`src/rtl/adcfifo_pkg.sv`:
```
`default_nettype none

package adcfifo_pkg;

  localparam int ADC_W    = 10;          // adc sample width
  localparam int ERR_W    = 3;           // ovf, slow ufl, fast ufl
  localparam int THRESH_W = 17;          // segment threshold width

  localparam logic [THRESH_W-1:0] THRESH_RESET = 17'd65536;

  // host register map
  typedef enum logic [7:0] {
    FIFO_STAT                = 8'h10,    // empty + error flags, write bit0 clears
    FIFO_STATE               = 8'h11,
    FIFO_FIRST_ERROR         = 8'h12,
    FIFO_FIRST_ERROR_STATE   = 8'h13,
    DEBUG_FIFO_READS         = 8'h14,    // 4 bytes
    DEBUG_FIFO_READS_FREEZE  = 8'h15,    // 4 bytes
    STREAM_SEGMENT_THRESHOLD = 8'h16,    // 3 bytes
    ADC_LOW_RES              = 8'h17,    // bit0 low_res, bit1 lsb select
    FIFO_UNDERFLOW_COUNT     = 8'h18,
    FIFO_NO_UNDERFLOW_ERROR  = 8'h19,
    CAPTURE_DONE             = 8'h1a,
    FAST_FIFO_READ_MODE      = 8'h1b,
    ADCREAD_ADDR             = 8'h20,    // fifo head, pops on read
    CAPTURE_ARM              = 8'h21
  } reg_addr_t;

  typedef enum logic [2:0] {
    CAP_IDLE      = 3'd0,
    CAP_ARMED     = 3'd1,
    CAP_CAPTURING = 3'd2,
    CAP_DONE      = 3'd3
  } cap_state_t;

endpackage

`default_nettype wire

```
`src/rtl/reg_adcfifo.sv`:
```
`default_nettype none

module reg_adcfifo #(
  parameter int BYTECNT_W = 7
) (
  input  wire                                  clk_usb,
  input  wire                                  reset,
  input  wire  [7:0]                           reg_address,
  input  wire  [BYTECNT_W-1:0]                 reg_bytecnt,
  input  wire  [7:0]                           reg_datai,
  output logic [7:0]                           reg_datao,
  input  wire                                  reg_read,
  input  wire                                  reg_write,
  input  wire  [7:0]                           fifo_dout,
  input  wire                                  fifo_empty,
  input  wire  adcfifo_pkg::cap_state_t        cap_state,
  input  wire                                  capture_done,
  input  wire  [adcfifo_pkg::ERR_W-1:0]        fifo_error_stat,
  input  wire  [adcfifo_pkg::ERR_W-1:0]        fifo_first_error_stat,
  input  wire  adcfifo_pkg::cap_state_t        fifo_first_error_state,
  input  wire  [7:0]                           underflow_count,
  input  wire  [31:0]                          fifo_read_count,
  input  wire  [31:0]                          fifo_read_count_error_freeze,
  output logic                                 fifo_rd_en,
  output logic                                 low_res,
  output logic                                 low_res_lsb,
  output logic                                 fast_fifo_read_mode,
  output logic [adcfifo_pkg::THRESH_W-1:0]     stream_segment_threshold,
  output logic                                 clear_fifo_errors,
  output logic                                 no_underflow_errors,
  output logic                                 arm
);

  logic [1:0]  byte_sel;
  logic [31:0] thresh_ext;
  logic        reg_read_r;                   // previous reg_read for edge detect
  logic        rd_en_slow;                   // registered pop, slow mode
  logic        rd_edge;

  assign byte_sel   = reg_bytecnt[1:0];      // widest register is 4 bytes
  assign thresh_ext = 32'(stream_segment_threshold);
  assign rd_edge    = reg_read && !reg_read_r &&
                      (reg_address == adcfifo_pkg::ADCREAD_ADDR);

  // fast mode pops in the first read cycle, slow one cycle later
  assign fifo_rd_en = fast_fifo_read_mode ? rd_edge : rd_en_slow;

  always_comb begin
    reg_datao = 8'h00;                       // idle bus reads zero
    if (reg_read) begin
      case (reg_address)
        adcfifo_pkg::FIFO_STAT:
          reg_datao = {fifo_empty, {(7 - adcfifo_pkg::ERR_W){1'b0}}, fifo_error_stat};
        adcfifo_pkg::FIFO_STATE:               reg_datao = {5'b0, cap_state};
        adcfifo_pkg::FIFO_FIRST_ERROR:
          reg_datao = {{(8 - adcfifo_pkg::ERR_W){1'b0}}, fifo_first_error_stat};
        adcfifo_pkg::FIFO_FIRST_ERROR_STATE:   reg_datao = {5'b0, fifo_first_error_state};
        adcfifo_pkg::DEBUG_FIFO_READS:
          reg_datao = fifo_read_count[{byte_sel, 3'b000} +: 8];
        adcfifo_pkg::DEBUG_FIFO_READS_FREEZE:
          reg_datao = fifo_read_count_error_freeze[{byte_sel, 3'b000} +: 8];
        adcfifo_pkg::STREAM_SEGMENT_THRESHOLD:
          reg_datao = thresh_ext[{byte_sel, 3'b000} +: 8];
        adcfifo_pkg::ADC_LOW_RES:              reg_datao = {6'b0, low_res_lsb, low_res};
        adcfifo_pkg::FIFO_UNDERFLOW_COUNT:     reg_datao = underflow_count;
        adcfifo_pkg::FIFO_NO_UNDERFLOW_ERROR:  reg_datao = {7'b0, no_underflow_errors};
        adcfifo_pkg::CAPTURE_DONE:             reg_datao = {7'b0, capture_done};
        adcfifo_pkg::FAST_FIFO_READ_MODE:      reg_datao = {7'b0, fast_fifo_read_mode};
        adcfifo_pkg::ADCREAD_ADDR:             reg_datao = fifo_dout;  // fwft head
        default:                               reg_datao = 8'h00;
      endcase
    end
  end

  always_ff @(posedge clk_usb) begin
    if (reset) begin
      low_res                  <= 1'b0;
      low_res_lsb              <= 1'b0;
      clear_fifo_errors        <= 1'b0;
      no_underflow_errors      <= 1'b0;
      stream_segment_threshold <= adcfifo_pkg::THRESH_RESET;
      arm                      <= 1'b0;
    end else begin
      arm <= 1'b0;                           // single cycle pulse
      if (reg_write) begin
        case (reg_address)
          adcfifo_pkg::ADC_LOW_RES: begin
            low_res     <= reg_datai[0];
            low_res_lsb <= reg_datai[1];
          end
          adcfifo_pkg::STREAM_SEGMENT_THRESHOLD: begin
            case (byte_sel)
              2'd0:    stream_segment_threshold[7:0]  <= reg_datai;
              2'd1:    stream_segment_threshold[15:8] <= reg_datai;
              2'd2:    stream_segment_threshold[16]   <= reg_datai[0];
              default: ;                     // no fourth byte
            endcase
          end
          adcfifo_pkg::FIFO_STAT:               clear_fifo_errors   <= reg_datai[0];
          adcfifo_pkg::FIFO_NO_UNDERFLOW_ERROR: no_underflow_errors <= reg_datai[0];
          adcfifo_pkg::CAPTURE_ARM:             arm                 <= reg_datai[0];
          default: ;
        endcase
      end
    end
  end

  // fast mode drops out on a write to any other register
  always_ff @(posedge clk_usb) begin
    if (reset) begin
      fast_fifo_read_mode <= 1'b0;
    end else if (reg_write) begin
      fast_fifo_read_mode <= (reg_address == adcfifo_pkg::FAST_FIFO_READ_MODE) &&
                             reg_datai[0];
    end
  end

  always_ff @(posedge clk_usb) begin
    if (reset) begin
      reg_read_r <= 1'b0;
      rd_en_slow <= 1'b0;
    end else begin
      reg_read_r <= reg_read;
      rd_en_slow <= rd_edge;                 // pop after host sampled head
    end
  end

  a_rd_en_single: assert property (@(posedge clk_usb) disable iff (reset)
    fifo_rd_en |=> !fifo_rd_en);

endmodule

`default_nettype wire

```
`src/rtl/adc_capture_ctrl.sv`:
```
`default_nettype none

module adc_capture_ctrl (
  input  wire                                  clk_usb,
  input  wire                                  reset,
  input  wire                                  arm,
  input  wire                                  trigger,
  input  wire  [adcfifo_pkg::ADC_W-1:0]        adc_data,
  input  wire                                  adc_valid,
  input  wire                                  low_res,
  input  wire                                  low_res_lsb,
  input  wire  [adcfifo_pkg::THRESH_W-1:0]     stream_segment_threshold,
  output logic                                 fifo_wr_en,
  output logic [7:0]                           fifo_din,
  output logic                                 fifo_flush,
  output adcfifo_pkg::cap_state_t              cap_state,
  output logic                                 capture_done
);

  logic [adcfifo_pkg::THRESH_W-1:0] sample_cnt;    // samples taken this segment
  logic [7:0]                       lo_byte;       // held low byte, full res
  logic                             lo_pend;       // low byte still to write
  logic                             last;          // threshold reached

  assign capture_done = (cap_state == adcfifo_pkg::CAP_DONE);

  always_ff @(posedge clk_usb) begin
    if (reset) begin
      cap_state  <= adcfifo_pkg::CAP_IDLE;
      fifo_wr_en <= 1'b0;
      fifo_flush <= 1'b0;
      sample_cnt <= '0;
      lo_pend    <= 1'b0;
      last       <= 1'b0;
    end else begin
      fifo_wr_en <= 1'b0;
      fifo_flush <= 1'b0;
      if (arm) begin                         // arm restarts from any state
        cap_state  <= adcfifo_pkg::CAP_ARMED;
        fifo_flush <= 1'b1;
        sample_cnt <= '0;
        lo_pend    <= 1'b0;
        last       <= 1'b0;
      end else begin
        case (cap_state)
          adcfifo_pkg::CAP_ARMED:
            if (trigger) cap_state <= adcfifo_pkg::CAP_CAPTURING;
          adcfifo_pkg::CAP_CAPTURING: begin
            if (lo_pend) begin               // second byte of full res sample
              fifo_wr_en <= 1'b1;
              fifo_din   <= lo_byte;
              lo_pend    <= 1'b0;
            end else if (last) begin
              cap_state <= adcfifo_pkg::CAP_DONE;  // cycle after last write
            end else if (adc_valid) begin
              fifo_wr_en <= 1'b1;
              sample_cnt <= sample_cnt + 1'b1;
              last       <= (sample_cnt + 1'b1 >= stream_segment_threshold);
              if (low_res) begin
                fifo_din <= low_res_lsb ? adc_data[7:0] : adc_data[9:2];
              end else begin
                fifo_din <= {6'b0, adc_data[9:8]};  // msbs first
                lo_byte  <= adc_data[7:0];
                lo_pend  <= 1'b1;
              end
            end
          end
          default: ;                         // idle, done wait for arm
        endcase
      end
    end
  end

  // full res needs a free cycle for the second byte
  a_valid_gap: assert property (@(posedge clk_usb) disable iff (reset)
    (cap_state == adcfifo_pkg::CAP_CAPTURING && !low_res && adc_valid) |=> !adc_valid);

  a_wr_window: assert property (@(posedge clk_usb) disable iff (reset)
    fifo_wr_en |-> (cap_state == adcfifo_pkg::CAP_CAPTURING ||
                    $past(cap_state) == adcfifo_pkg::CAP_CAPTURING));

endmodule

`default_nettype wire

```
`src/rtl/adc_sample_fifo.sv`:
```
`default_nettype none

module adc_sample_fifo #(
  parameter int FIFO_DEPTH = 64
) (
  input  wire        clk_usb,
  input  wire        reset,
  input  wire        fifo_flush,
  input  wire        fifo_wr_en,
  input  wire  [7:0] fifo_din,
  input  wire        fifo_rd_en,
  output logic [7:0] fifo_dout,
  output logic       fifo_empty,
  output logic       overflow_evt,
  output logic       underflow_evt
);

  localparam int AW = $clog2(FIFO_DEPTH);

  logic [7:0]  mem [FIFO_DEPTH];
  logic [AW-1:0] wr_ptr;
  logic [AW-1:0] rd_ptr;
  logic [AW:0]   count;                      // occupancy, 0..FIFO_DEPTH
  logic          full;
  logic          do_wr;
  logic          do_rd;

  assign full       = (count == FIFO_DEPTH);
  assign fifo_empty = (count == '0);
  assign do_wr      = fifo_wr_en && !full;   // writes to full are dropped
  assign do_rd      = fifo_rd_en && !fifo_empty;
  assign fifo_dout  = mem[rd_ptr];           // fall through head

  always_ff @(posedge clk_usb) begin
    if (do_wr) mem[wr_ptr] <= fifo_din;
  end

  always_ff @(posedge clk_usb) begin
    if (reset || fifo_flush) begin
      wr_ptr        <= '0;
      rd_ptr        <= '0;
      count         <= '0;
      overflow_evt  <= 1'b0;
      underflow_evt <= 1'b0;
    end else begin
      overflow_evt  <= fifo_wr_en && full;
      underflow_evt <= fifo_rd_en && fifo_empty;
      if (do_wr) wr_ptr <= (wr_ptr == AW'(FIFO_DEPTH - 1)) ? '0 : wr_ptr + 1'b1;
      if (do_rd) rd_ptr <= (rd_ptr == AW'(FIFO_DEPTH - 1)) ? '0 : rd_ptr + 1'b1;
      case ({do_wr, do_rd})
        2'b10:   count <= count + 1'b1;
        2'b01:   count <= count - 1'b1;
        default: ;                           // both or neither, no change
      endcase
    end
  end

  a_no_overfill: assert property (@(posedge clk_usb) disable iff (reset)
    count <= FIFO_DEPTH);

endmodule

`default_nettype wire

```
`src/rtl/fifo_error_tracker.sv`:
```
`default_nettype none

module fifo_error_tracker (
  input  wire                                  clk_usb,
  input  wire                                  reset,
  input  wire                                  overflow_evt,
  input  wire                                  underflow_evt,
  input  wire                                  fifo_rd_en,
  input  wire                                  fast_fifo_read_mode,
  input  wire                                  no_underflow_errors,
  input  wire                                  clear_fifo_errors,
  input  wire  adcfifo_pkg::cap_state_t        cap_state,
  output logic [adcfifo_pkg::ERR_W-1:0]        fifo_error_stat,
  output logic [adcfifo_pkg::ERR_W-1:0]        fifo_first_error_stat,
  output adcfifo_pkg::cap_state_t              fifo_first_error_state,
  output logic [7:0]                           underflow_count,
  output logic [31:0]                          fifo_read_count,
  output logic [31:0]                          fifo_read_count_error_freeze
);

  logic [adcfifo_pkg::ERR_W-1:0] err_evt;

  assign err_evt[0] = overflow_evt;
  assign err_evt[1] = underflow_evt && !fast_fifo_read_mode && !no_underflow_errors;
  assign err_evt[2] = underflow_evt && fast_fifo_read_mode;  // always flagged

  always_ff @(posedge clk_usb) begin
    if (reset || clear_fifo_errors) begin
      fifo_error_stat        <= '0;
      fifo_first_error_stat  <= '0;
      fifo_first_error_state <= adcfifo_pkg::CAP_IDLE;
      underflow_count        <= 8'd0;
    end else begin
      fifo_error_stat <= fifo_error_stat | err_evt;  // sticky
      if (fifo_first_error_stat == '0 && err_evt != '0) begin
        fifo_first_error_stat  <= err_evt;
        fifo_first_error_state <= cap_state;
      end
      if (underflow_evt && underflow_count != 8'hff)
        underflow_count <= underflow_count + 1'b1;   // saturates
    end
  end

  // read count runs through error clears
  always_ff @(posedge clk_usb) begin
    if (reset) begin
      fifo_read_count              <= '0;
      fifo_read_count_error_freeze <= '0;
    end else begin
      if (fifo_rd_en) fifo_read_count <= fifo_read_count + 1'b1;
      if (!clear_fifo_errors && fifo_first_error_stat == '0 && err_evt != '0)
        fifo_read_count_error_freeze <= fifo_read_count;  // snapshot at first error
    end
  end

endmodule

`default_nettype wire

```
`src/rtl/adc_fifo_top.sv`:
```
`default_nettype none

module adc_fifo_top #(
  parameter int FIFO_DEPTH = 64,
  parameter int BYTECNT_W  = 7
) (
  input  wire                               clk_usb,
  input  wire                               reset,
  input  wire  [7:0]                        reg_address,
  input  wire  [BYTECNT_W-1:0]              reg_bytecnt,
  input  wire  [7:0]                        reg_datai,
  output wire  [7:0]                        reg_datao,
  input  wire                               reg_read,
  input  wire                               reg_write,
  input  wire  [adcfifo_pkg::ADC_W-1:0]     adc_data,
  input  wire                               adc_valid,
  input  wire                               trigger
);

  wire                                fifo_rd_en;
  wire                                fifo_wr_en;
  wire                                fifo_flush;
  wire [7:0]                          fifo_din;
  wire [7:0]                          fifo_dout;
  wire                                fifo_empty;
  wire                                overflow_evt;
  wire                                underflow_evt;
  wire                                low_res;
  wire                                low_res_lsb;
  wire                                fast_fifo_read_mode;
  wire [adcfifo_pkg::THRESH_W-1:0]    stream_segment_threshold;
  wire                                clear_fifo_errors;
  wire                                no_underflow_errors;
  wire                                arm;
  wire                                capture_done;
  adcfifo_pkg::cap_state_t            cap_state;
  adcfifo_pkg::cap_state_t            fifo_first_error_state;
  wire [adcfifo_pkg::ERR_W-1:0]       fifo_error_stat;
  wire [adcfifo_pkg::ERR_W-1:0]       fifo_first_error_stat;
  wire [7:0]                          underflow_count;
  wire [31:0]                         fifo_read_count;
  wire [31:0]                         fifo_read_count_error_freeze;

  reg_adcfifo #(.BYTECNT_W(BYTECNT_W)) reg_adcfifo_i (  // host register block
    .clk_usb, .reset, .reg_address, .reg_bytecnt, .reg_datai, .reg_datao,
    .reg_read, .reg_write, .fifo_dout, .fifo_empty, .cap_state, .capture_done,
    .fifo_error_stat, .fifo_first_error_stat, .fifo_first_error_state,
    .underflow_count, .fifo_read_count, .fifo_read_count_error_freeze,
    .fifo_rd_en, .low_res, .low_res_lsb, .fast_fifo_read_mode,
    .stream_segment_threshold, .clear_fifo_errors, .no_underflow_errors, .arm
  );

  adc_capture_ctrl adc_capture_ctrl_i (      // sequencer and byte packer
    .clk_usb, .reset, .arm, .trigger, .adc_data, .adc_valid, .low_res,
    .low_res_lsb, .stream_segment_threshold, .fifo_wr_en, .fifo_din,
    .fifo_flush, .cap_state, .capture_done
  );

  adc_sample_fifo #(.FIFO_DEPTH(FIFO_DEPTH)) adc_sample_fifo_i (
    .clk_usb, .reset, .fifo_flush, .fifo_wr_en, .fifo_din, .fifo_rd_en,
    .fifo_dout, .fifo_empty, .overflow_evt, .underflow_evt
  );

  fifo_error_tracker fifo_error_tracker_i (  // flags and debug counters
    .clk_usb, .reset, .overflow_evt, .underflow_evt, .fifo_rd_en,
    .fast_fifo_read_mode, .no_underflow_errors, .clear_fifo_errors, .cap_state,
    .fifo_error_stat, .fifo_first_error_stat, .fifo_first_error_state,
    .underflow_count, .fifo_read_count, .fifo_read_count_error_freeze
  );

endmodule

`default_nettype wire

```
`config.mk`:
```
export PLATFORM = sky130hd
export DESIGN_NAME = adc_fifo_top
export DESIGN_NICKNAME = d
export VERILOG_FILES = /design/src/rtl/adcfifo_pkg.sv /design/src/rtl/reg_adcfifo.sv /design/src/rtl/adc_capture_ctrl.sv /design/src/rtl/adc_sample_fifo.sv /design/src/rtl/fifo_error_tracker.sv /design/src/rtl/adc_fifo_top.sv
export SDC_FILE = /design/constraint.sdc
export NUM_CORES = 1
export LEC_CHECK = 0
export BUFFER_PORTS_ARGS = -buffer_cell sky130_fd_sc_hd__buf_2
export CORE_MARGIN = 4
export CORE_UTILIZATION = 25
export DETAILED_ROUTE_END_ITERATION = 16
export GPL_TIMING_DRIVEN = 0
export PLACE_DENSITY = 0.35
export REMOVE_ABC_BUFFERS = 1
export SLEW_MARGIN = 20
export SYNTH_ARGS = -nofsm -noshare
export SYNTH_HDL_FRONTEND = slang
export SYNTH_SLANG_ARGS = --single-unit
export TNS_END_PERCENT = 1
```
`constraint.sdc`:
```
create_clock -name clk_usb -period 7.6 [get_ports clk_usb]
set_input_delay 1.52 -clock clk_usb [delete_from_list [all_inputs] [get_ports clk_usb]]
set_output_delay 1.52 -clock clk_usb [all_outputs]
set_load 0.02 [all_outputs]
```
==> metrics.txt <==
status=finished, final reports clean; Ys Warns=0; Setup TNS=0 ps; Sink Count=683; starting density of the core=25.18%; largest net degree at the start of global routing=67; hold buffer count at cts=0; Longest Clk Path Bufs=3; row cnt=124; Remaining Overflow, GRT=0; Crit Path Category=in -> out; first-pass GRT wire length=121.8 mm; Mapped Cells=1969; Clk pwr share=50.1%; Post-route DRC=0; slowest stage delay, CP=840 ps; FF-to-FF path depth=13; Worst Path Required=6080 ps; H-Tree Depth=3; clk root buf=clkbuf_16; CTS resizes=0; reg-to-reg critical path endpoint=adc_sample_fifo_i.count[6]; CP max-delay cell=a2111oi_0; Via Count=16800; routability cong.=0.7632; TritonRoute pass-1 iters=5; Skew-Pair Late Insertion Delay=640 ps; Die H=347.6 um; type of origin of the critical path=primary input; drt total wl=83.50 mm; synthesized area=28840 um2; NetSw=1.668 mW; Unique masters post-synth=81; I/O Buffers=41; critical path cell sequence=buf_2 -> or2_2 -> nor2_1 -> nand2_1 -> a2111oi_0 -> o21ai_0 -> a31oi_1 -> buf_2; Design Power=8.100 mW; Slew Limit Fails=0; most used flip-flop cell after synthesis=edfxtp_1; Worst Tran Pin Value=1095 ps; remaining antenna violation count=0; Tmin final=6418 ps; layout cells sized above 1=17.99%; Final setup viols=0; GRT Total Usage=13.70%; Synth Register Bits=683; DP Cell Count=3460; DP Area=31120 um2; Hold WS=420.4 ps; Die W=347.6 um; post-DP HPWL=55.92 mm; CTS buffer count=83; fin util=29.61%; Worst Clk Skew=20.50 ps; EDFF count, synth=528; ys async rst share=0%; Worst Setup SP=reg_address[0]; Hold Path Class=reg -> reg; fmax=0.1558 GHz; peak supply drop=0.1585 mV; Data arrival, critical path=4900 ps; R2R Path Start=reg_adcfifo_i.fast_fifo_read_mode; Final Hold Viols=0; Final period util=84.44%; Worst-path clk slew=50 ps; Post-CTS Setup Inserts=0; number of global-route vias before repair=17310; final setup margin=1182 ps; Cell Pwr Density=238.9 nW/um2; die footprint=120800 um2; post-route cell area=33910 um2; leakage power total=10.58 nW; Max-slew headroom=26.32%; WP buf/inv=2; Core Region=114500 um2; Max Fanout on Critical Path=27; I/O Pins=47; cell mode on critical path=buf_2; max-cap violations=0; register share of total power=49.0%; CTS tree=done; DRT iter0 DRCs=900; post-route insts no fill=3614; Setup crit end kind=output port; RSZ-0062 raised after global routing=no; Setup WS pre-CTS=1276 ps; Area Overhead vs Synth=17.59%; initial antenna violation count=1; Comb pwr share=0.9%; sequential area share after synthesis=65.75%; Levels on crit path=8; r2r setup slk=3740 ps; DR vias/cell=4.648; Switching Fraction=20.59%; Nets=2101; Internal Power=6.432 mW; Routed WL per cell=23.10 um; CP delay by family, top=compound AO/OA/AOI/OAI gates; CP endpoint=reg_datao[7]; Mean Syn Cell Area=14.64 um2
-- kinds of logic (layout without fill, tap and decap cells) --
family,after synthesis,in the layout,synth area share (%)
flops,683,683,65.75
simple gates,563,563,9.347
other cells,0,1,0
fa+ha+maj,29,29,1.284
compound gates,255,255,5.723
buf+inv,140,272,2.573
xor+xnor,72,72,2.187
mux,227,227,13.14
-- per-layer routing --
layer	vias to the layer above	GRT usage, %	routed length [um]	part of all wire [%]
met4	0	4.058	2152	2.6
met5	-	0	0	0
met2	331	23.31	40730	49
met3	136	2.478	3105	3.7
li1	7655	-	-	-
met1	8676	17.86	37510	45
-- synthesized netlist by cell type, types with 10 or more instances --
library cell  number  area (um2)
edfxtp_1         528       15860
nor2_1           212       795.8
nand2_1          156       585.6
dfxtp_1          155        3103
mux4_2           120        2703
mux2i_1           95       950.9
a21oi_1           88       440.4
o21ai_0           52       260.3
xor2_1            51       446.7
clkbuf_1          42       157.7
nand3_1           40       200.2
inv_1             39       146.4
ha_1              28       350.3
nor2b_1           26       162.7
xnor2_1           21       183.9
buf_2             19       95.09
nand4_1           18       112.6
nor3_1            18       90.09
a221oi_1          15       131.4
a31oi_1           15       93.84
and3_1            15       93.84
buf_4             14       105.1
a22o_1            13       113.9
nand2b_1          13       81.33
buf_6             12       135.1
mux2_2            12       135.1
or3_1             11       68.82
buf_1             10       37.54
-- worst reg2reg max path, stage by stage, from the launching register on --
cell and delay (ps):
dfxtp_1 480, and3b_1 230, a41oi_2 530, nor2_8 330, ha_1 340, inv_1 140
fa_1 460, nor2b_1 160, o21ai_0 120, a21oi_1 190, o21ai_0 130, and3_1 210
o311ai_0 290, o41ai_1 130
-- placed cells by master, fill, tap and decap left out, types with 6 or more instances in the layout --
cell / n
edfxtp_1: 528
nor2_1: 208
nand2_1: 156
dfxtp_1: 150
mux4_2: 120
mux2i_1: 95
a21oi_1: 88
clkbuf_16: 88
o21ai_0: 52
xor2_1: 51
nand3_1: 40
buf_2: 40
inv_1: 39
ha_1: 28
buf_8: 25
nor2b_1: 22
xnor2_1: 21
clkinv_2: 20
nand4_1: 18
clkbuf_1: 17
nor3_1: 16
and3_1: 15
a31oi_1: 15
a221oi_1: 15
a22o_1: 13
nand2b_1: 12
mux2_2: 12
clkinv_1: 12
or3_1: 11
buf_16: 10
bufinv_16: 9
a22oi_1: 7
and2_1: 7
o22ai_1: 7
and4_1: 7
a211oi_1: 6
-- final cells by class --
type	count	area, um2
diodes	1	2.502
clock buffers	107	2293
clock inverters	46	483.0
fillers	11450	80590
inverters	39	146.4
multi-input cells	1146	9180
flip-flops and latches	683	18970
well taps	1512	1892
repair buffers	80	938.4
-- power by group through the flow --
stage / clock network, mW / registers, mW / logic [mW]
after global routing: 4.33 / 3.96 / 0.0826
after CTS: 4.17 / 3.97 / 0.0767
after floorplan: 0 / 4.05 / 0.0268
after detailed placement: 0 / 4.05 / 0.0764
final: 4.06 / 3.97 / 0.0764
after global placement: 0 / 4.05 / 0.0723
-- worst min-delay path by stage --
stage | slack (ps) | end | depth (start not counted) | startpoint
6_report | 420 | reg_adcfifo_i.rd_en_slow | 1 | reg_adcfifo_i.reg_read_r
5_1_grt | 450 | reg_adcfifo_i.rd_en_slow | 1 | reg_adcfifo_i.reg_read_r
4_1_cts | 430 | reg_adcfifo_i.rd_en_slow | 1 | reg_adcfifo_i.reg_read_r
3_5_place_dp | 420 | reg_adcfifo_i.rd_en_slow | 1 | reg_adcfifo_i.reg_read_r
3_3_place_gp | 400 | reg_adcfifo_i.rd_en_slow | 1 | reg_adcfifo_i.reg_read_r
2_1_floorplan | 390 | reg_adcfifo_i.rd_en_slow | 1 | reg_adcfifo_i.reg_read_r
-- state kept, by name (all words and copies together), names as in the netlist, 2 cells and up, named ones only --
register                                           flops
adc_capture_ctrl_i.fifo_din                            8
fifo_error_tracker_i.underflow_count                   8
reg_adcfifo_i.stream_segment_threshold                17
fifo_error_tracker_i.fifo_first_error_stat             3
fifo_error_tracker_i.fifo_read_count_error_freeze     32
adc_capture_ctrl_i.sample_cnt                         17
fifo_error_tracker_i.fifo_read_count                  32
fifo_error_tracker_i.fifo_error_stat                   3
adc_capture_ctrl_i.cap_state                           2
adc_capture_ctrl_i.lo_byte                             8
fifo_error_tracker_i.fifo_first_error_state            2
adc_sample_fifo_i.wr_ptr                               6
adc_sample_fifo_i.mem                                512
adc_sample_fifo_i.rd_ptr                               6
adc_sample_fifo_i.count                                7
Note: power is estimated with default switching activity, not from simulation.
